File: src/llc_defines.svh
// widths and map reset values for the llc front end; line size must be a power of two
`ifndef LLC_DEFINES_SVH
`define LLC_DEFINES_SVH

// axi address vector widths
`define LLC_ADDR_W 32
`define LLC_ID_W 4
`define LLC_LEN_W 8

// cache line size in bytes
`define LLC_LINE_BYTES 32

// address map after reset
// cached window is [start, end), everything at or above the spm start is scratchpad
`define LLC_CACHED_START_RST 32'h0000_0000
`define LLC_CACHED_END_RST 32'h8000_0000
`define LLC_SPM_START_RST 32'hC000_0000

`endif

File: src/llc_axi_pkg.sv
// axi4 address channel types only; no user, cache, prot, qos or region fields
`include "llc_defines.svh"

package llc_axi_pkg;

  // burst encodings as on the axi bus
  // FIXED and WRAP get cut like INCR downstream
  typedef enum logic [1:0] {
    BURST_FIXED = 2'b00,
    BURST_INCR  = 2'b01,
    BURST_WRAP  = 2'b10
  } burst_e;

  // one AW or AR address vector
  typedef struct packed {
    logic [`LLC_ID_W-1:0]   id;
    logic [`LLC_ADDR_W-1:0] addr;
    // beats minus one
    logic [`LLC_LEN_W-1:0]  len;
    // log2 of bytes per beat
    logic [2:0]             size;
    burst_e                 burst;
  } ax_chan_t;

endpackage

File: src/llc_desc_pkg.sv
// descriptor, address rule and wishbone classic types; rules hold byte addresses
`include "llc_defines.svh"

package llc_desc_pkg;

  // one access that stays inside a single cache line
  typedef struct packed {
    logic [`LLC_ADDR_W-1:0] addr;
    logic [`LLC_ID_W-1:0]   id;
    // beats in this line minus one
    logic [`LLC_LEN_W-1:0]  x_len;
    // last descriptor of its axi vector
    logic                   x_last;
    logic                   x_write;
    logic                   spm;
    logic                   bypass;
  } llc_desc_t;

  // address window, end is exclusive
  typedef struct packed {
    logic [`LLC_ADDR_W-1:0] start_addr;
    logic [`LLC_ADDR_W-1:0] end_addr;
  } addr_rule_t;

  // wishbone classic master to slave
  typedef struct packed {
    logic        cyc;
    logic        stb;
    logic        we;
    logic [1:0]  adr;
    logic [31:0] dat;
  } wb_req_t;

  // wishbone classic slave to master
  typedef struct packed {
    logic        ack;
    logic [31:0] dat;
  } wb_rsp_t;

endpackage

File: src/llc_burst_cutter.sv
// combinational only; assumes 2^size <= line bytes, unaligned starts round down to the beat
`timescale 1ns/1ns
`include "llc_defines.svh"

module llc_burst_cutter #(
  parameter type chan_t = llc_axi_pkg::ax_chan_t,
  parameter bit  Write  = 1'b1
) (
  input  chan_t                    curr_chan_i,
  output chan_t                    next_chan_o,
  output llc_desc_pkg::llc_desc_t  desc_o,
  input  llc_desc_pkg::addr_rule_t cached_rule_i,
  input  llc_desc_pkg::addr_rule_t spm_rule_i
);
  localparam int unsigned AddrW    = `LLC_ADDR_W;
  localparam int unsigned LenW     = `LLC_LEN_W;
  localparam int unsigned LineOffW = $clog2(`LLC_LINE_BYTES);
  // one extra bit so a full line (offset zero) still fits
  localparam int unsigned BeatW    = LineOffW + 1;
  localparam int unsigned CntW     = LenW + 1;

  logic [LineOffW-1:0] line_off;
  logic [LineOffW-1:0] beat_mask;
  logic [BeatW-1:0]    bytes_to_line;
  logic [BeatW-1:0]    beats_to_line;
  logic [CntW-1:0]     total_beats;
  logic                fits_line;
  logic                is_spm;
  logic                is_bypass;

  always_comb begin
    // byte position inside the line, rounded down to the beat
    line_off      = curr_chan_i.addr[LineOffW-1:0];
    beat_mask     = LineOffW'((32'd1 << curr_chan_i.size) - 32'd1);
    bytes_to_line = BeatW'(`LLC_LINE_BYTES) - {1'b0, line_off & ~beat_mask};
    beats_to_line = bytes_to_line >> curr_chan_i.size;
    // len counts beats minus one
    total_beats   = {1'b0, curr_chan_i.len} + CntW'(1);
    fits_line     = total_beats <= CntW'(beats_to_line);

    // spm wins over the cached window
    is_spm    = curr_chan_i.addr >= spm_rule_i.start_addr;
    is_bypass = !is_spm &&
                ((curr_chan_i.addr < cached_rule_i.start_addr) ||
                 (curr_chan_i.addr >= cached_rule_i.end_addr));

    // fields common to every descriptor
    desc_o.addr    = curr_chan_i.addr;
    desc_o.id      = curr_chan_i.id;
    desc_o.x_write = Write;
    desc_o.spm     = is_spm;
    desc_o.bypass  = is_bypass;

    // remainder defaults to the current vector, only meaningful when not last
    next_chan_o = curr_chan_i;

    if (is_bypass || fits_line) begin
      // bypass goes out whole, never cut at line boundaries
      desc_o.x_len  = curr_chan_i.len;
      desc_o.x_last = 1'b1;
    end else begin
      // stop at the line end, rest continues from the next line start
      desc_o.x_len     = LenW'(beats_to_line - BeatW'(1));
      desc_o.x_last    = 1'b0;
      next_chan_o.addr = {curr_chan_i.addr[AddrW-1:LineOffW], {LineOffW{1'b0}}} +
                         AddrW'(`LLC_LINE_BYTES);
      next_chan_o.len  = curr_chan_i.len - LenW'(beats_to_line);
    end
  end

endmodule

File: src/llc_chan_splitter.sv
// one vector in flight; a new vector is taken on the last descriptor handshake only
`timescale 1ns/1ns
`include "llc_defines.svh"

module llc_chan_splitter #(
  parameter type chan_t = llc_axi_pkg::ax_chan_t,
  parameter bit  Write  = 1'b1
) (
  input  logic                     clk_i,
  input  logic                     rst_n_i,
  // axi address side
  input  chan_t                    ax_chan_i,
  input  logic                     ax_valid_i,
  output logic                     ax_ready_o,
  // descriptor side
  output llc_desc_pkg::llc_desc_t  desc_o,
  output logic                     desc_valid_o,
  input  logic                     desc_ready_i,
  // holding or presenting a vector
  output logic                     busy_o,
  // address map
  input  llc_desc_pkg::addr_rule_t cached_rule_i,
  input  llc_desc_pkg::addr_rule_t spm_rule_i
);
  chan_t chan_d;
  chan_t chan_q;
  logic  load_chan;
  logic  busy_d;
  logic  busy_q;
  logic  load_busy;
  // vector being cut this cycle and what is left after it
  chan_t curr_chan;
  chan_t next_chan;

  always_comb begin
    curr_chan    = ax_chan_i;
    chan_d       = chan_q;
    load_chan    = 1'b0;
    busy_d       = busy_q;
    load_busy    = 1'b0;
    ax_ready_o   = 1'b0;
    desc_valid_o = 1'b0;
    busy_o       = 1'b0;

    if (busy_q) begin
      // serve the stored remainder
      curr_chan    = chan_q;
      desc_valid_o = 1'b1;
      busy_o       = 1'b1;
      if (desc_ready_i) begin
        if (desc_o.x_last) begin
          // last piece leaves, accept the next vector back to back
          ax_ready_o = 1'b1;
          if (ax_valid_i) begin
            chan_d    = ax_chan_i;
            load_chan = 1'b1;
          end else begin
            busy_d    = 1'b0;
            load_busy = 1'b1;
          end
        end else begin
          chan_d    = next_chan;
          load_chan = 1'b1;
        end
      end
    end else begin
      // idle, incoming vector passes straight to the cutter
      ax_ready_o = 1'b1;
      if (ax_valid_i) begin
        desc_valid_o = 1'b1;
        busy_o       = 1'b1;
        if (desc_ready_i) begin
          // first piece gone, keep the rest if any
          if (!desc_o.x_last) begin
            chan_d    = next_chan;
            load_chan = 1'b1;
            busy_d    = 1'b1;
            load_busy = 1'b1;
          end
        end else begin
          // stalled, park the whole vector so the descriptor stays stable
          chan_d    = ax_chan_i;
          load_chan = 1'b1;
          busy_d    = 1'b1;
          load_busy = 1'b1;
        end
      end
    end
  end

  llc_burst_cutter #(
    .chan_t ( chan_t ),
    .Write  ( Write  )
  ) i_burst_cutter (
    .curr_chan_i   ( curr_chan     ),
    .next_chan_o   ( next_chan     ),
    .desc_o        ( desc_o        ),
    .cached_rule_i ( cached_rule_i ),
    .spm_rule_i    ( spm_rule_i    )
  );

  always_ff @(posedge clk_i or negedge rst_n_i) begin
    if (!rst_n_i) begin
      busy_q <= 1'b0;
    end else if (load_busy) begin
      busy_q <= busy_d;
    end
  end

  // vector register, only read while busy_q is set
  always_ff @(posedge clk_i) begin
    if (load_chan) begin
      chan_q <= chan_d;
    end
  end

endmodule

File: src/llc_desc_arbiter.sv
// two inputs only; grant is held while a presented descriptor waits for ready
`timescale 1ns/1ns
`include "llc_defines.svh"

module llc_desc_arbiter (
  input  logic                    clk_i,
  input  logic                    rst_n_i,
  // write splitter
  input  llc_desc_pkg::llc_desc_t wr_desc_i,
  input  logic                    wr_valid_i,
  output logic                    wr_ready_o,
  // read splitter
  input  llc_desc_pkg::llc_desc_t rd_desc_i,
  input  logic                    rd_valid_i,
  output logic                    rd_ready_o,
  // merged stream
  output llc_desc_pkg::llc_desc_t desc_o,
  output logic                    desc_valid_o,
  input  logic                    desc_ready_i
);
  // 0 favours write, 1 favours read
  logic prio_q;
  // grant frozen while a descriptor is stalled
  logic lock_q;
  logic lock_sel_q;
  // 0 selects write, 1 selects read
  logic sel;

  always_comb begin
    if (lock_q) begin
      sel = lock_sel_q;
    end else if (wr_valid_i && rd_valid_i) begin
      sel = prio_q;
    end else begin
      // single requester or none
      sel = rd_valid_i;
    end

    // no added latency, pure mux
    desc_o       = sel ? rd_desc_i : wr_desc_i;
    desc_valid_o = sel ? rd_valid_i : wr_valid_i;
    wr_ready_o   = !sel && desc_ready_i;
    rd_ready_o   = sel && desc_ready_i;
  end

  always_ff @(posedge clk_i or negedge rst_n_i) begin
    if (!rst_n_i) begin
      prio_q     <= 1'b0;
      lock_q     <= 1'b0;
      lock_sel_q <= 1'b0;
    end else begin
      lock_q     <= desc_valid_o && !desc_ready_i;
      lock_sel_q <= sel;
      // turn over priority on every accepted descriptor
      if (desc_valid_o && desc_ready_i) begin
        prio_q <= ~prio_q;
      end
    end
  end

endmodule

File: src/llc_addr_map_regs.sv
// wishbone classic, no wait states beyond the one-cycle ack; register 3 reads zero
`timescale 1ns/1ns
`include "llc_defines.svh"

module llc_addr_map_regs (
  input  logic                     clk_i,
  input  logic                     rst_n_i,
  input  llc_desc_pkg::wb_req_t    wb_i,
  output llc_desc_pkg::wb_rsp_t    wb_o,
  output llc_desc_pkg::addr_rule_t cached_rule_o,
  output llc_desc_pkg::addr_rule_t spm_rule_o
);
  logic [`LLC_ADDR_W-1:0] cached_start_q;
  logic [`LLC_ADDR_W-1:0] cached_end_q;
  logic [`LLC_ADDR_W-1:0] spm_start_q;
  logic                   ack_q;
  logic [31:0]            rdata;
  logic [31:0]            rdata_q;
  // new request, not the cycle the ack is already out
  logic                   req;

  assign req = wb_i.cyc && wb_i.stb && !ack_q;

  // read mux
  always_comb begin
    case (wb_i.adr)
      2'd0:    rdata = cached_start_q;
      2'd1:    rdata = cached_end_q;
      2'd2:    rdata = spm_start_q;
      default: rdata = '0;
    endcase
  end

  always_ff @(posedge clk_i or negedge rst_n_i) begin
    if (!rst_n_i) begin
      ack_q          <= 1'b0;
      cached_start_q <= `LLC_CACHED_START_RST;
      cached_end_q   <= `LLC_CACHED_END_RST;
      spm_start_q    <= `LLC_SPM_START_RST;
    end else begin
      ack_q <= req;
      // write lands together with the ack
      if (req && wb_i.we) begin
        case (wb_i.adr)
          2'd0:    cached_start_q <= wb_i.dat;
          2'd1:    cached_end_q   <= wb_i.dat;
          2'd2:    spm_start_q    <= wb_i.dat;
          default: ;
        endcase
      end
    end
  end

  // read data captured with the request, valid while ack is high
  always_ff @(posedge clk_i) begin
    if (req) begin
      rdata_q <= rdata;
    end
  end

  assign wb_o.ack = ack_q;
  assign wb_o.dat = rdata_q;

  assign cached_rule_o.start_addr = cached_start_q;
  assign cached_rule_o.end_addr   = cached_end_q;
  // spm window runs to the top of the address space
  assign spm_rule_o.start_addr    = spm_start_q;
  assign spm_rule_o.end_addr      = '1;

endmodule

File: src/llc_split_top.sv
// INCR cutting only, no data channels; busy_o only reports vectors held in the splitters
`timescale 1ns/1ns
`include "llc_defines.svh"

module llc_split_top (
  input  logic                    clk_i,
  input  logic                    rst_n_i,
  // AW
  input  llc_axi_pkg::ax_chan_t   aw_i,
  input  logic                    aw_valid_i,
  output logic                    aw_ready_o,
  // AR
  input  llc_axi_pkg::ax_chan_t   ar_i,
  input  logic                    ar_valid_i,
  output logic                    ar_ready_o,
  // descriptors to the cache pipeline
  output llc_desc_pkg::llc_desc_t desc_o,
  output logic                    desc_valid_o,
  input  logic                    desc_ready_i,
  output logic                    busy_o,
  // map registers
  input  llc_desc_pkg::wb_req_t   wb_i,
  output llc_desc_pkg::wb_rsp_t   wb_o
);
  import llc_axi_pkg::*;
  import llc_desc_pkg::*;

  addr_rule_t cached_rule;
  addr_rule_t spm_rule;
  llc_desc_t  wr_desc;
  logic       wr_valid;
  logic       wr_ready;
  logic       wr_busy;
  llc_desc_t  rd_desc;
  logic       rd_valid;
  logic       rd_ready;
  logic       rd_busy;

  llc_addr_map_regs i_addr_map_regs (
    .clk_i, .rst_n_i, .wb_i, .wb_o,
    .cached_rule_o ( cached_rule ),
    .spm_rule_o    ( spm_rule    )
  );

  llc_chan_splitter #(.chan_t(ax_chan_t), .Write(1'b1)) i_aw_splitter (
    .clk_i, .rst_n_i,
    .ax_chan_i (aw_i), .ax_valid_i (aw_valid_i), .ax_ready_o (aw_ready_o),
    .desc_o (wr_desc), .desc_valid_o (wr_valid), .desc_ready_i (wr_ready),
    .busy_o (wr_busy), .cached_rule_i (cached_rule), .spm_rule_i (spm_rule)
  );

  llc_chan_splitter #(.chan_t(ax_chan_t), .Write(1'b0)) i_ar_splitter (
    .clk_i, .rst_n_i,
    .ax_chan_i (ar_i), .ax_valid_i (ar_valid_i), .ax_ready_o (ar_ready_o),
    .desc_o (rd_desc), .desc_valid_o (rd_valid), .desc_ready_i (rd_ready),
    .busy_o (rd_busy), .cached_rule_i (cached_rule), .spm_rule_i (spm_rule)
  );

  llc_desc_arbiter i_desc_arbiter (
    .clk_i, .rst_n_i,
    .wr_desc_i (wr_desc), .wr_valid_i (wr_valid), .wr_ready_o (wr_ready),
    .rd_desc_i (rd_desc), .rd_valid_i (rd_valid), .rd_ready_o (rd_ready),
    .desc_o, .desc_valid_o, .desc_ready_i
  );

  // either direction still has work
  assign busy_o = wr_busy | rd_busy;

endmodule

File: config.mk
export PLATFORM = sky130hd
export DESIGN_NAME = llc_split_top
export DESIGN_NICKNAME = d
export VERILOG_FILES = /design/src/llc_axi_pkg.sv /design/src/llc_desc_pkg.sv /design/src/llc_burst_cutter.sv /design/src/llc_chan_splitter.sv /design/src/llc_desc_arbiter.sv /design/src/llc_addr_map_regs.sv /design/src/llc_split_top.sv
export VERILOG_INCLUDE_DIRS = /design/src
export SDC_FILE = /design/constraint.sdc
export NUM_CORES = 1
export LEC_CHECK = 0
export ABC_CLOCK_PERIOD_IN_PS = 20600
export BUFFER_PORTS_ARGS = -buffer_cell sky130_fd_sc_hd__clkbuf_2
export CORE_UTILIZATION = 58
export DETAILED_ROUTE_END_ITERATION = 8
export PLACE_DENSITY = 0.79
export SETUP_SLACK_MARGIN = 0.02
export SYNTH_ARGS = -nofsm -noshare
export SYNTH_HDL_FRONTEND = slang
export SYNTH_SLANG_ARGS = --single-unit
File: constraint.sdc
create_clock -name clk_i -period 20.6 [get_ports clk_i]
set_clock_uncertainty 0.2 [all_clocks]
set_input_delay 1.03 -clock clk_i [delete_from_list [all_inputs] [get_ports clk_i]]
set_output_delay 1.03 -clock clk_i [all_outputs]
set_load 0.01 [all_outputs]
Word level (Yosys, flattened, before mapping)
Cells that the tools add are included.

word-level totals
  flip-flop bits (word level) = 232
  output and inout port bits = 85
  word-level logic and storage cells = 144

cells by class
  $add $sub $neg = 12
  magnitude comparators = 8
  eq/ne operators = 8
  shift-type cells = 4
  muxes and demuxes = 59
  bitwise operators = 6
  reductions and logical operators = 27

operator list
  cell                                                                 count
  49-bit 2-to-1 mux                                                    16
  32-bit greater-or-equal comparator                                   4
  32-bit one-hot mux with 3 select lines                               1
  40-bit 2-to-1 mux                                                    2
  32-bit by 6-bit adder with 32-bit output (second input constant)     2
  32-bit less-than comparator                                          2
  48-bit 2-to-1 mux                                                    1
  1-bit 2-to-1 mux                                                     37
  8-bit by 1-bit adder with 9-bit output (second input constant)       2
  9-bit by 6-bit <= comparator with 1-bit output                       2
  9-bit 2-to-1 mux                                                     2
  8-bit by 6-bit subtractor with 8-bit output                          2
  6-bit by 1-bit subtractor with 7-bit output (second input constant)  2
  3-bit inequality test (second input constant)                        4
  6-bit by 3-bit right shift with 6-bit output                         2
  6-bit by 5-bit subtractor with 6-bit output (first input constant)   2
  5-bit bitwise AND                                                    2
  1-bit logical AND                                                    10
  5-bit inverter                                                       2
  5-bit AND reduction                                                  2
  1-bit by 3-bit left shift with 5-bit output (first input constant)   2
  5-bit by 1-bit subtractor with 5-bit output (second input constant)  2
  2-bit AND reduction                                                  3
  1-bit logical NOT                                                    5
  other kinds (8)                                                      13

Depth between registers and ports, before layout
Gate-level depths: netlist (run 1).

  depth after elaboration = 15
  depth in mapped cells = 29

Cells and area by module
A second synthesis (run 1) with hierarchy kept.

unflattened totals
  cells, all modules = 2093
  area total of the unflattened synthesis = 21371.7 um^2

by module, submodules not included
  module                                           times used  cells each  area an instance (um^2)  seq. area each (um^2)
  llc_addr_map_regs                                1           384         5676.7                   3392.0
  llc_chan_splitter                                2           171         2791.4                   1496.4
  llc_burst_cutter (i_aw_splitter.i_burst_cutter)  1           633         4702.0                   0.0
  llc_burst_cutter (i_ar_splitter.i_burst_cutter)  1           664         4649.5                   0.0
  llc_desc_arbiter                                 1           69          754.5                    75.1
  llc_split_top                                    1           1           6.3                      0.0

Least setup slack after synthesis (run 1)
OpenSTA, ideal clock, no wires.

  path type = register to register
  start = register i_aw_splitter.busy_q
  end = register i_aw_splitter.chan_q[10] (netlist bit), enable pin
  setup time = 528 ps
  arrival = 8715 ps
  data required time = 19872 ps
  setup slack = 11158 ps
  cell stages (with the launch flop) = 30
  path buffers = 11
  period minus slack after synthesis = 9442 ps
  cells stage by stage = dfrtp_1 > buf_6 > buf_6 > buf_6 > buf_6 > buf_6 > buf_6 > buf_4 > buf_2 > buf_1 > mux2_2 > nand2_1 > ha_1 > nand3_1 > a32oi_1 > a21oi_1 > a211oi_2 > inv_1 > ha_1 > nor2b_1 > o21ai_0 > a21oi_1 > nor3_1 > o311ai_1 > and4bb_2 > or2_1 > clkbuf_1 > buf_2 > nor2_1 > a221oi_1

on the way
  longest elaborated chain between the ends = 15
  elaborated cells on any way between the ends = 34

RTL lines
  element                                         line                      RTL
  start: declaration                              llc_chan_splitter.sv:29   logic busy_q;
  start signal: assignment                        llc_chan_splitter.sv:106  busy_q <= busy_d;
  49-bit 2-to-1 mux                               llc_chan_splitter.sv:45   if (busy_q) begin
  1-bit by 3-bit left shift with 5-bit output     llc_burst_cutter.sv:34    beat_mask = LineOffW'((32'd1 << curr_chan_i.size) - 32'd1);
  5-bit by 1-bit subtractor with 5-bit output     llc_burst_cutter.sv:34
  5-bit inverter                                  llc_burst_cutter.sv:35    bytes_to_line = BeatW'(`LLC_LINE_BYTES) - {1'b0, line_off & ~beat_mask};
  5-bit bitwise AND                               llc_burst_cutter.sv:35
  6-bit by 5-bit subtractor with 6-bit output     llc_burst_cutter.sv:35
  6-bit by 3-bit right shift with 6-bit output    llc_burst_cutter.sv:36    beats_to_line = bytes_to_line >> curr_chan_i.size;
  9-bit by 6-bit <= comparator with 1-bit output  llc_burst_cutter.sv:39    fits_line = total_beats <= CntW'(beats_to_line);
  1-bit logical OR                                llc_burst_cutter.sv:57    if (is_bypass || fits_line) begin
  9-bit 2-to-1 mux                                llc_burst_cutter.sv:57
  1-bit 2-to-1 mux                                llc_chan_splitter.sv:74   if (!desc_o.x_last) begin
  1-bit 2-to-1 mux                                llc_chan_splitter.sv:72   if (desc_ready_i) begin
  1-bit 2-to-1 mux                                llc_chan_splitter.sv:69   if (ax_valid_i) begin
  1-bit 2-to-1 mux                                llc_chan_splitter.sv:45
  5-bit AND reduction (no source line) *          n/a
  end signal: assignment                          llc_chan_splitter.sv:113  chan_q <= chan_d;
  end: declaration                                llc_chan_splitter.sv:26   chan_t chan_q;

Every way passes the cells marked *; elsewhere a longest branch is shown, timed or not.
A chain may end at the register's enable or synchronous reset.

==> flow_metrics.py, run 1 <==
metrics = {
    "global_route": {
        "grt_util_all_layers": 0.340,
        "antenna_found_initial": 6,
        "overflow": 0,
        "grt_pass1_vias": 16700,
        "grt_pass1_wl_mm": 90.1,
        "grt_max_degree": 80,
    },
    "yosys": {
        "synth_top_family_by_area": "compound AO/OA/AOI/OAI gates",
        "muxShareOfSynthArea": 0.0991,
        "synthArstFlopShare": 0.447,
        "syn-instance-count": 2129,
        "synthSimpleGateAreaFrac": 0.149,
        "synth_area_per_cell_sq_um": 9.04,
        "ys_types": 97,
        "synthAdderAreaFrac": 0.146,
        "synth-edff-count": 126,
        "synth_compound_area_frac": 0.193,
        "syn_nets": 2493,
        "synth-seq-cells": 228,
        "synth_xor_area_frac": 0.0323,
        "syn_area_sq_um": 19200,
        "synth_seq_area_share": 0.329,
        "yosysWarnings": 0,
        "synthFlopType": "edfxtp_1",
    },
    "worst_setup_path": {
        "required_ns": 19.37,
        "cp_slowest_cell": "dfrtp_4",
        "cp-end-kind": "output port",
        "slowest_delay_ns": 0.89,
        "crit_buf_inv": 3,
        "crit_type": "reg -> out",
        "path_max_fanout": 52,
        "crit_chain": "mux2_2 > nand2_1 > ha_1 > nand3_1 > a32oi_1 > a21oi_1 > a211oi_2 > inv_1 > ha_1 > nor2b_1 > o21ai_0 > a21oi_1 > nor3_1 > o311ai_1 > and4bb_2 > or2_1 > buf_4 > nor2_1 > o32ai_1 > clkbuf_2",
        "critical_path_arrival_ns": 6.82,
        "critPathTopFamily": "compound AO/OA/AOI/OAI gates",
        "setup.worst_path.start_class": "register",
    },
    "die": {
        "fp.dieH_microns": 184,
        "start_util": 0.590,
        "rows": 66,
        "fp.coreArea_sq_um": 32600,
        "die_area_sq_um": 33900,
        "die_x_microns": 184,
        "io_pins": 225,
    },
    "timing": {
        "slew_headroom": 0.188,
        "fin_setup_tns_ns": 0,
        "fin_crit_sh": 0.391,
        "period_needed_ns": 8.05,
        "hold_violations": 0,
        "final_max_slew_viol_count": 0,
        "tightest_slew_ns": 1.22,
        "rsz0062_at_grt": "false",
        "final-setup-viol-count": 0,
        "max_freq_mhz": 124,
    },
    "worst_hold_path": {
        "hold_path.class": "in -> async",
    },
    "route": {
        "drc": 0,
        "drt_wl_total_mm": 58.3,
        "dr.pass1.iters": 6,
        "wl_per_cell_microns": 21.1,
        "via_count": 17600,
        "drt_iter0_drc": 1665,
        "ant_nets": 0,
        "vias_per_cell": 6.38,
    },
    "clock_network": {
        "cts_hold_buf": 0,
        "cts_tree": "built",
        "clock_latency_ns": 0.56,
        "clk_pin_slew_ns": 0.06,
        "cts-root-buf": "clkbuf_16",
        "post_cts_resized": 0,
        "cts_buffers": 27,
        "cts_htree_levels": 1,
        "clk_path_buf_depth": 3,
        "post-cts-setup-buffer-count": 0,
        "cts_sinks": 228,
    },
    "layout": {
        "syn_to_final_growth_pct": 11.8,
        "final_layout_size_suffix_gt1_frac": 0.185,
        "nets": 2663,
    },
    "placement": {
        "place.gp.congestion": 1.01,
        "dpl.hpwl_mm": 44.2,
        "io_buffers": 220,
    },
    "job": {
        "max_cap_violations": 0,
    },
    "outcome": {
        "status": "finished, final reports clean",
    },
}
## layer usage
layer,global-route usage,up-vias,part of all wire
met5,0,-,0.00087
met4,0.121,8,0.034
met3,0.0678,133,0.10
met2,0.527,932,0.44
met1,0.468,8348,0.42
li1,-,8199,-
## cells by family after synthesis
group	count (synthesis)
AOI/OAI and AO/OA	603
and+or+nand+nor	589
buffers and inverters	239
DFF	228
adders and majority gates	224
muxes	175
xor gates and xnor gates	71
## sequential cells by signal, summed over array words and instances (netlist names)
signal and flops:
i_aw_splitter.busy_q 1, i_desc_arbiter.lock_sel_q 1, i_aw_splitter.chan_q 47, i_addr_map_regs.cached_start_q 32, i_addr_map_regs.cached_end_q 32, i_ar_splitter.busy_q 1, i_addr_map_regs.ack_q 1, i_ar_splitter.chan_q 47
i_desc_arbiter.prio_q 1, i_addr_map_regs.rdata_q 32, i_addr_map_regs.spm_start_q 32, i_desc_arbiter.lock_q 1
## layout make-up
| class | instances | area (sq um) |
|---|---|---|
| Clock inverter | 14 | 81.3 |
| Antenna cell | 2 | 5.00 |
| Clock buffer | 35 | 778 |
| Multi-Input combinational cell | 1662 | 12000 |
| Sequential cell | 228 | 6350 |
| Timing Repair Buffer | 239 | 1250 |
| Fill cell | 2692 | 11100 |
| Inverter | 141 | 532 |
| Tap cell | 442 | 553 |
## cells in the mapped netlist (all sizes together), types with 8 or more instances
cell | n | share of area
a32oi | 22 | 0.010
a31oi | 15 | 0.0049
xnor2 | 50 | 0.023
nor3 | 28 | 0.0078
and4 | 14 | 0.0064
a21o | 36 | 0.014
dfrtp | 99 | 0.13
ha | 222 | 0.14
and2 | 20 | 0.0065
o22a | 15 | 0.0068
nand3 | 47 | 0.012
nand2b | 10 | 0.0032
clkbuf | 63 | 0.012
and3 | 18 | 0.0058
o21ai | 229 | 0.060
buf | 35 | 0.011
inv | 139 | 0.027
nor2 | 125 | 0.025
a221oi | 8 | 0.0036
a211oi | 20 | 0.0081
edfxtp | 126 | 0.20
mux2 | 102 | 0.060
o31ai | 9 | 0.0035
o211ai | 19 | 0.0081
xor2 | 21 | 0.0096
nand2 | 225 | 0.044
nand4 | 36 | 0.012
nor2b | 24 | 0.0078
mux2i | 73 | 0.039
o22ai | 13 | 0.0045
a21oi | 153 | 0.040
## cell usage in the layout (no fill, tap or decap), drive strengths merged, types with 7 or more instances in the layout
cell type  count
nand4         36
and2          20
mux2i         73
o31ai          9
clkinv        12
mux2         102
a32oi         22
nand3         47
o22ai         13
nor3          28
a21boi         7
xor2          21
and3          18
nor2         125
nor2b         24
a31oi         15
nand3b         7
o22a          15
buf           20
o21ai        229
nand2b        10
ha           222
a221oi         8
edfxtp       126
dfrtp         99
a211oi        20
nor4           7
o211ai        19
inv          142
a21o          36
a21oi        153
xnor2         50
nand2        225
and4          14
clkbuf       254
## metrics by stage
stage / worst slack (ns) / hold slack (ns) / instances / instance area (sq um) / utilization
after floorplan: 11.16 / 0.245 / 2129 / 19200 / -
after global placement: 12.86 / 0.266 / 2712 / 20700 / 0.633
after detailed placement: 12.81 / 0.277 / 2712 / 20700 / 0.633
after CTS: 12.75 / 0.220 / 2761 / 21500 / 0.660
after global routing: 12.31 / 0.236 / 2762 / 21500 / 0.660
final: 12.55 / 0.222 / 2763 / 21500 / 0.660
## path summary, 6_finish.rpt
| check | from | end | slack [ns] | depth (start not counted) |
|---|---|---|---|---|
| worst max-delay path | i_aw_splitter.busy_q$_DFFE_PN0P_ | desc_o[8] | 12.55 | 20 |
| worst min-delay path | rst_n_i | i_addr_map_regs.cached_start_q[28]$_DFFE_PN0P_ | 0.22 | 1 |
| worst max register to register | i_aw_splitter.busy_q$_DFFE_PN0P_ | i_aw_splitter.chan_q[42]$_DFFE_PP_ | 12.91 | 20 |
| worst min register to register | i_desc_arbiter.prio_q$_DFFE_PN0P_ | i_desc_arbiter.prio_q$_DFFE_PN0P_ | 0.28 | 1 |
| max in group asynchronous | rst_n_i | i_addr_map_regs.cached_end_q[6]$_DFFE_PN0P_ | 18.66 | 2 |
| min in group clk_i | i_desc_arbiter.prio_q$_DFFE_PN0P_ | i_desc_arbiter.prio_q$_DFFE_PN0P_ | 0.28 | 1 |
Power of run 1 is left out: the tool's default activity adds up to more than one toggle a clock period on the data nets, which glitch-free logic cannot reach.
==> run 2, diff against run 1 <==
Settings changed: ABC_CLOCK_PERIOD_IN_PS 20600 to 6750, CORE_UTILIZATION 58 to 55.
Clock period 20.6 ns to 6.75 ns, I/O delays scaled along.
==> flow_metrics.py, run 2 (synthesis results as in run 1) <==
metrics = {
    "job": {
        "max_cap_violations": 0,
    },
    "global_route": {
        "grt_util_all_layers": 0.339,
        "grt_pass1_wl_mm": 95.9,
        "grt_pass1_vias": 17700,
        "antenna_found_initial": 4,
        "use_met2": 0.545,
        "overflow": 0,
        "grt_max_degree": 87,
        "grt.met3_usage": 0.0608,
        "grtUsageMet1": 0.460,
        "grt-busiest-layer": "met2",
    },
    "worst_setup_path": {
        "slowest_delay_ns": 0.73,
        "cp-end-kind": "output port",
        "path_max_fanout": 60,
        "cp_slowest_cell": "a2111oi_0",
        "cp.depth": 16,
        "setup.worst_path.start_class": "register",
        "crit_type": "reg -> out",
        "reg2regPathDepth": 15,
        "cp-startpoint": "i_aw_splitter.busy_q$_DFFE_PN0P_",
        "reg2reg_from": "i_aw_splitter.busy_q$_DFFE_PN0P_",
        "critPathTopFamily": "compound AO/OA/AOI/OAI gates",
        "required_ns": 6.21,
        "crit_buf_inv": 4,
        "crit_chain": "buf_12 > nor2b_1 > a21oi_1 > inv_1 > ha_1 > a21oi_1 > o21ai_0 > a221o_1 > a2111oi_0 > o21ai_0 > and2_1 > buf_4 > nor2_1 > nor2_1 > o32ai_1 > clkbuf_2",
        "critical_path_arrival_ns": 6.02,
    },
    "layout": {
        "layout_common_cells": "nand2_1, o21ai_0, ha_1",
        "postLayoutCoreUtil": 0.665,
        "reg.largest.list": "i_ar_splitter.chan_q (47), i_aw_splitter.chan_q (47)",
        "nets": 2795,
        "final_layout_size_suffix_gt1_frac": 0.180,
        "syn_to_final_growth_pct": 19.1,
    },
    "worst_hold_path": {
        "min_path_cells": 3,
        "hold_path.class": "in -> reg",
        "hold_start": "aw_i[22]",
    },
    "clock_network": {
        "cts_htree_levels": 1,
        "clk_path_buf_depth": 3,
        "cts-root-buf": "clkbuf_16",
        "cts_buffers": 27,
        "clk_pin_slew_ns": 0.06,
        "cts_tree": "built",
        "clock_latency_ns": 0.56,
        "cts_sinks": 228,
        "post-cts-setup-buffer-count": 0,
    },
    "timing": {
        "fin_crit_sh": 0.972,
        "tightest_slew_ns": 1.06,
        "rsz0062_at_grt": "false",
        "final_max_slew_viol_count": 0,
        "slew_headroom": 0.292,
        "period_needed_ns": 6.56,
        "timing.hold.ws_ns": 0.0133,
        "final-setup-viol-count": 0,
        "fin_setup_tns_ns": 0,
        "setup_ws_ns": 0.192,
        "hold_violations": 0,
        "max_freq_mhz": 152,
    },
    "placement": {
        "dpl.hpwl_mm": 45.2,
        "place.gp.congestion": 0.933,
        "io_buffers": 220,
        "dp_slack_ns": 0.612,
    },
    "die": {
        "start_util": 0.559,
        "die_x_microns": 189,
        "fp.dieH_microns": 189,
        "io_pins": 225,
        "rows": 68,
        "fp.coreArea_sq_um": 34500,
        "die_area_sq_um": 35800,
    },
    "route": {
        "wl_per_cell_microns": 21.1,
        "ant_nets": 0,
        "drc": 0,
        "vias_per_cell": 6.27,
        "via_count": 18200,
        "dr.pass1.iters": 6,
        "drt_iter0_drc": 1683,
        "drt_wl_total_mm": 61.4,
    },
    "power": {
        "p_leak_nw": 10.1,
        "vdd_ir_drop_max_uv": 757,
        "p_per_area_nw_per_um2": 599,
    },
    "outcome": {
        "status": "finished, final reports clean",
    },
}
==> run 2: final cells by class <==
class                   count  area, sq um
flip-flops and latches    228         6350
repair buffers            371         2570
clock inverters            11         67.6
multi-input cells        1662        12000
clock buffers              38          842
well taps                 455          569
inverters                 141          532
fillers                  2705        11500
diodes                      3         7.51
==> run 2: final timing paths <==
path	to	slack [ns]
min in group asynchronous	i_desc_arbiter.lock_q$_DFF_PN0_	0.14
hold / removal	i_aw_splitter.chan_q[22]$_DFFE_PP_	0.01
hold reg to reg	i_desc_arbiter.prio_q$_DFFE_PN0P_	0.31
setup / recovery	desc_o[8]	0.19
setup reg to reg	i_aw_splitter.chan_q[42]$_DFFE_PP_	0.38
max in group asynchronous	i_addr_map_regs.cached_end_q[9]$_DFFE_PN0P_	4.91
==> run 2: routing by layer <==
layer	up-vias	wire [microns]	share of wire
met1	8697	25500	0.42
met2	948	28200	0.46
met5	-	25	0.00041
met4	4	1780	0.029
li1	8460	-	-
met3	136	5840	0.095
==> run 2: where the power goes <==
part           leakage [nW]  switching [mW]  internal (mW)
Clock                 0.453           0.630          0.872
Combinational          7.26            5.88           3.73
Sequential             2.38           0.327           2.29
Total                  10.1            6.84           6.89
==> run 2: worst min-delay path: cells and delay by family <==
family | cells | cell delay (ns)
buffers and inverters | 1 | 0.14
AOI/OAI and AO/OA | 2 | 0.17
==> run 2: metrics by stage <==
step	std cells	instance area, sq um	total power, mW
floorplan	2129	19300	9.13
global placement	2735	20800	11.5
detailed placement	2735	20800	11.8
CTS	2906	22900	13.5
global route	2908	22900	14.7
finish	2909	22900	13.7
==> run 2: timing repair <==
action | in CTS | in global routing
hold endpoints to repair | 221 | 0
gates resized for setup | 0 | 1
hold buffers | 122 | 0
setup endpoints to repair | 0 | 8
Note: power is estimated with default switching activity, not from simulation.
==> run 3, diff against run 2 <==
Settings changed: CORE_MARGIN from default to 1.5.
==> flow_metrics.py, run 3 (synthesis results as in run 1) <==
metrics = {
    "outcome": {
        "status": "finished, final reports clean",
    },
    "worst_hold_path": {
        "min_path_cells": 3,
        "hold_path.class": "in -> reg",
    },
    "timing": {
        "hold_violations": 0,
        "max_freq_mhz": 152,
        "rsz0062_at_grt": "false",
        "slew_headroom": 0.233,
        "period_needed_ns": 6.57,
        "tightest_slew_ns": 1.15,
        "fin_setup_tns_ns": 0,
        "final-setup-viol-count": 0,
        "timing.hold.ws_ns": 0.0188,
        "setup_ws_ns": 0.183,
        "fin_crit_sh": 0.973,
        "final_max_slew_viol_count": 0,
    },
    "die": {
        "rows": 68,
        "fp.dieH_microns": 190,
        "io_pins": 225,
        "start_util": 0.559,
        "fp.coreArea_sq_um": 34500,
        "die_x_microns": 190,
        "die_area_sq_um": 36100,
    },
    "route": {
        "drt_wl_total_mm": 60.8,
        "ant_nets": 0,
        "top_layer": "met5",
        "via_count": 18100,
        "wl_per_cell_microns": 20.8,
        "m1WireLength_mm": 25.7,
        "drc": 0,
        "dr.pass1.iters": 8,
        "drt_iter0_drc": 1730,
        "vias_per_cell": 6.20,
        "dr_wl_met2_mm": 27.2,
        "dr_wl_met3_mm": 5.81,
    },
    "power": {
        "p_leak_nw": 10.1,
        "vdd_ir_drop_max_uv": 617,
        "p_per_area_nw_per_um2": 595,
        "power_mw": 13.6,
    },
    "layout": {
        "n_fill_cell": 2792,
        "layout_common_cells": "nand2_1, o21ai_0, ha_1",
        "syn_to_final_growth_pct": 19.1,
        "postLayoutCoreUtil": 0.665,
        "finalInstanceArea_sq_um": 22900,
        "multiInputGateArea_sq_um": 12000,
        "nets": 2800,
        "final_cells": 2918,
        "reg.largest.list": "i_ar_splitter.chan_q (47), i_aw_splitter.chan_q (47)",
        "seqCellArea_sq_um": 6350,
        "final_layout_size_suffix_gt1_frac": 0.178,
    },
    "worst_setup_path": {
        "crit_type": "reg -> out",
        "setup.worst_path.start_class": "register",
        "cp-end-kind": "output port",
        "path_max_fanout": 68,
        "reg2regPathDepth": 13,
        "critical_path_arrival_ns": 6.03,
        "required_ns": 6.21,
    },
    "global_route": {
        "antenna_found_initial": 7,
        "grt_pass1_vias": 17500,
        "overflow": 0,
        "grt_pass1_wl_mm": 94.6,
        "grt_max_degree": 87,
        "grt_util_all_layers": 0.332,
    },
    "clock_network": {
        "cts-root-buf": "clkbuf_16",
        "cts_buffers": 27,
        "cts_sinks": 228,
        "clk_pin_slew_ns": 0.05,
        "post-cts-setup-buffer-count": 0,
        "clock_latency_ns": 0.57,
        "cts_htree_levels": 1,
        "clk_path_buf_depth": 3,
        "cts_tree": "built",
    },
    "placement": {
        "io_buffers": 220,
        "placedCellCount": 2737,
        "dp_slack_ns": 0.648,
        "dpl.hpwl_mm": 45.1,
        "place.gp.congestion": 0.982,
        "placed_area_sq_um": 20800,
    },
    "job": {
        "max_cap_violations": 0,
    },
}
-- run 3: layout make-up --
class	instances	area share
Antenna cell	6	0.000655
Clock buffer	46	0.0357
Clock inverter	4	0.00136
Inverter	141	0.0232
Multi-Input combinational cell	1662	0.523
Sequential cell	228	0.277
Tap cell	455	0.0248
Timing Repair Buffer	376	0.114
-- run 3: worst max-delay path, cell delays in order, from the launching register on --
cell and delay [ns]:
dfrtp_4 0.75, buf_12 0.38, mux2i_1 0.42, inv_1 0.25
ha_1 0.36, and4_1 0.25, a221o_1 0.38, a2111oi_0 0.70
o21ai_0 0.50, and2_1 0.31, or2_2 0.44, o21ai_0 0.35
mux2i_1 0.17, clkbuf_2 0.16
-- run 3: worst paths after layout --
path | from | to | slack [ns]
max in group asynchronous | rst_n_i | i_addr_map_regs.cached_start_q[12]$_DFFE_PN0P_ | 4.89
hold reg to reg | i_desc_arbiter.prio_q$_DFFE_PN0P_ | i_desc_arbiter.prio_q$_DFFE_PN0P_ | 0.28
setup / recovery | i_aw_splitter.busy_q$_DFFE_PN0P_ | desc_o[4] | 0.18
hold / removal | wb_i[35] | i_addr_map_regs.ack_q$_DFF_PN0_ | 0.02
min in group asynchronous | rst_n_i | i_desc_arbiter.lock_sel_q$_DFF_PN0_ | 0.17
setup reg to reg | i_aw_splitter.busy_q$_DFFE_PN0P_ | i_aw_splitter.chan_q[42]$_DFFE_PP_ | 0.47
-- run 3: per-layer routing --
metal  vias up  global-route usage
li1       8477                   -
met1      8546               0.462
met2       923               0.522
met3       140              0.0520
met4         2               0.119
met5         -                   0
-- run 3: where the power goes --
group          switching, mW  internal (mW)
clock network          0.595          0.820
registers              0.340           2.29
logic                   5.81           3.79
-- run 3: timing repair --
item / in CTS / in global routing
resized for setup: 0 / 2
hold buffers: 125 / 0
hold endpoints to repair: 227 / 0
setup endpoints to repair: 0 / 9
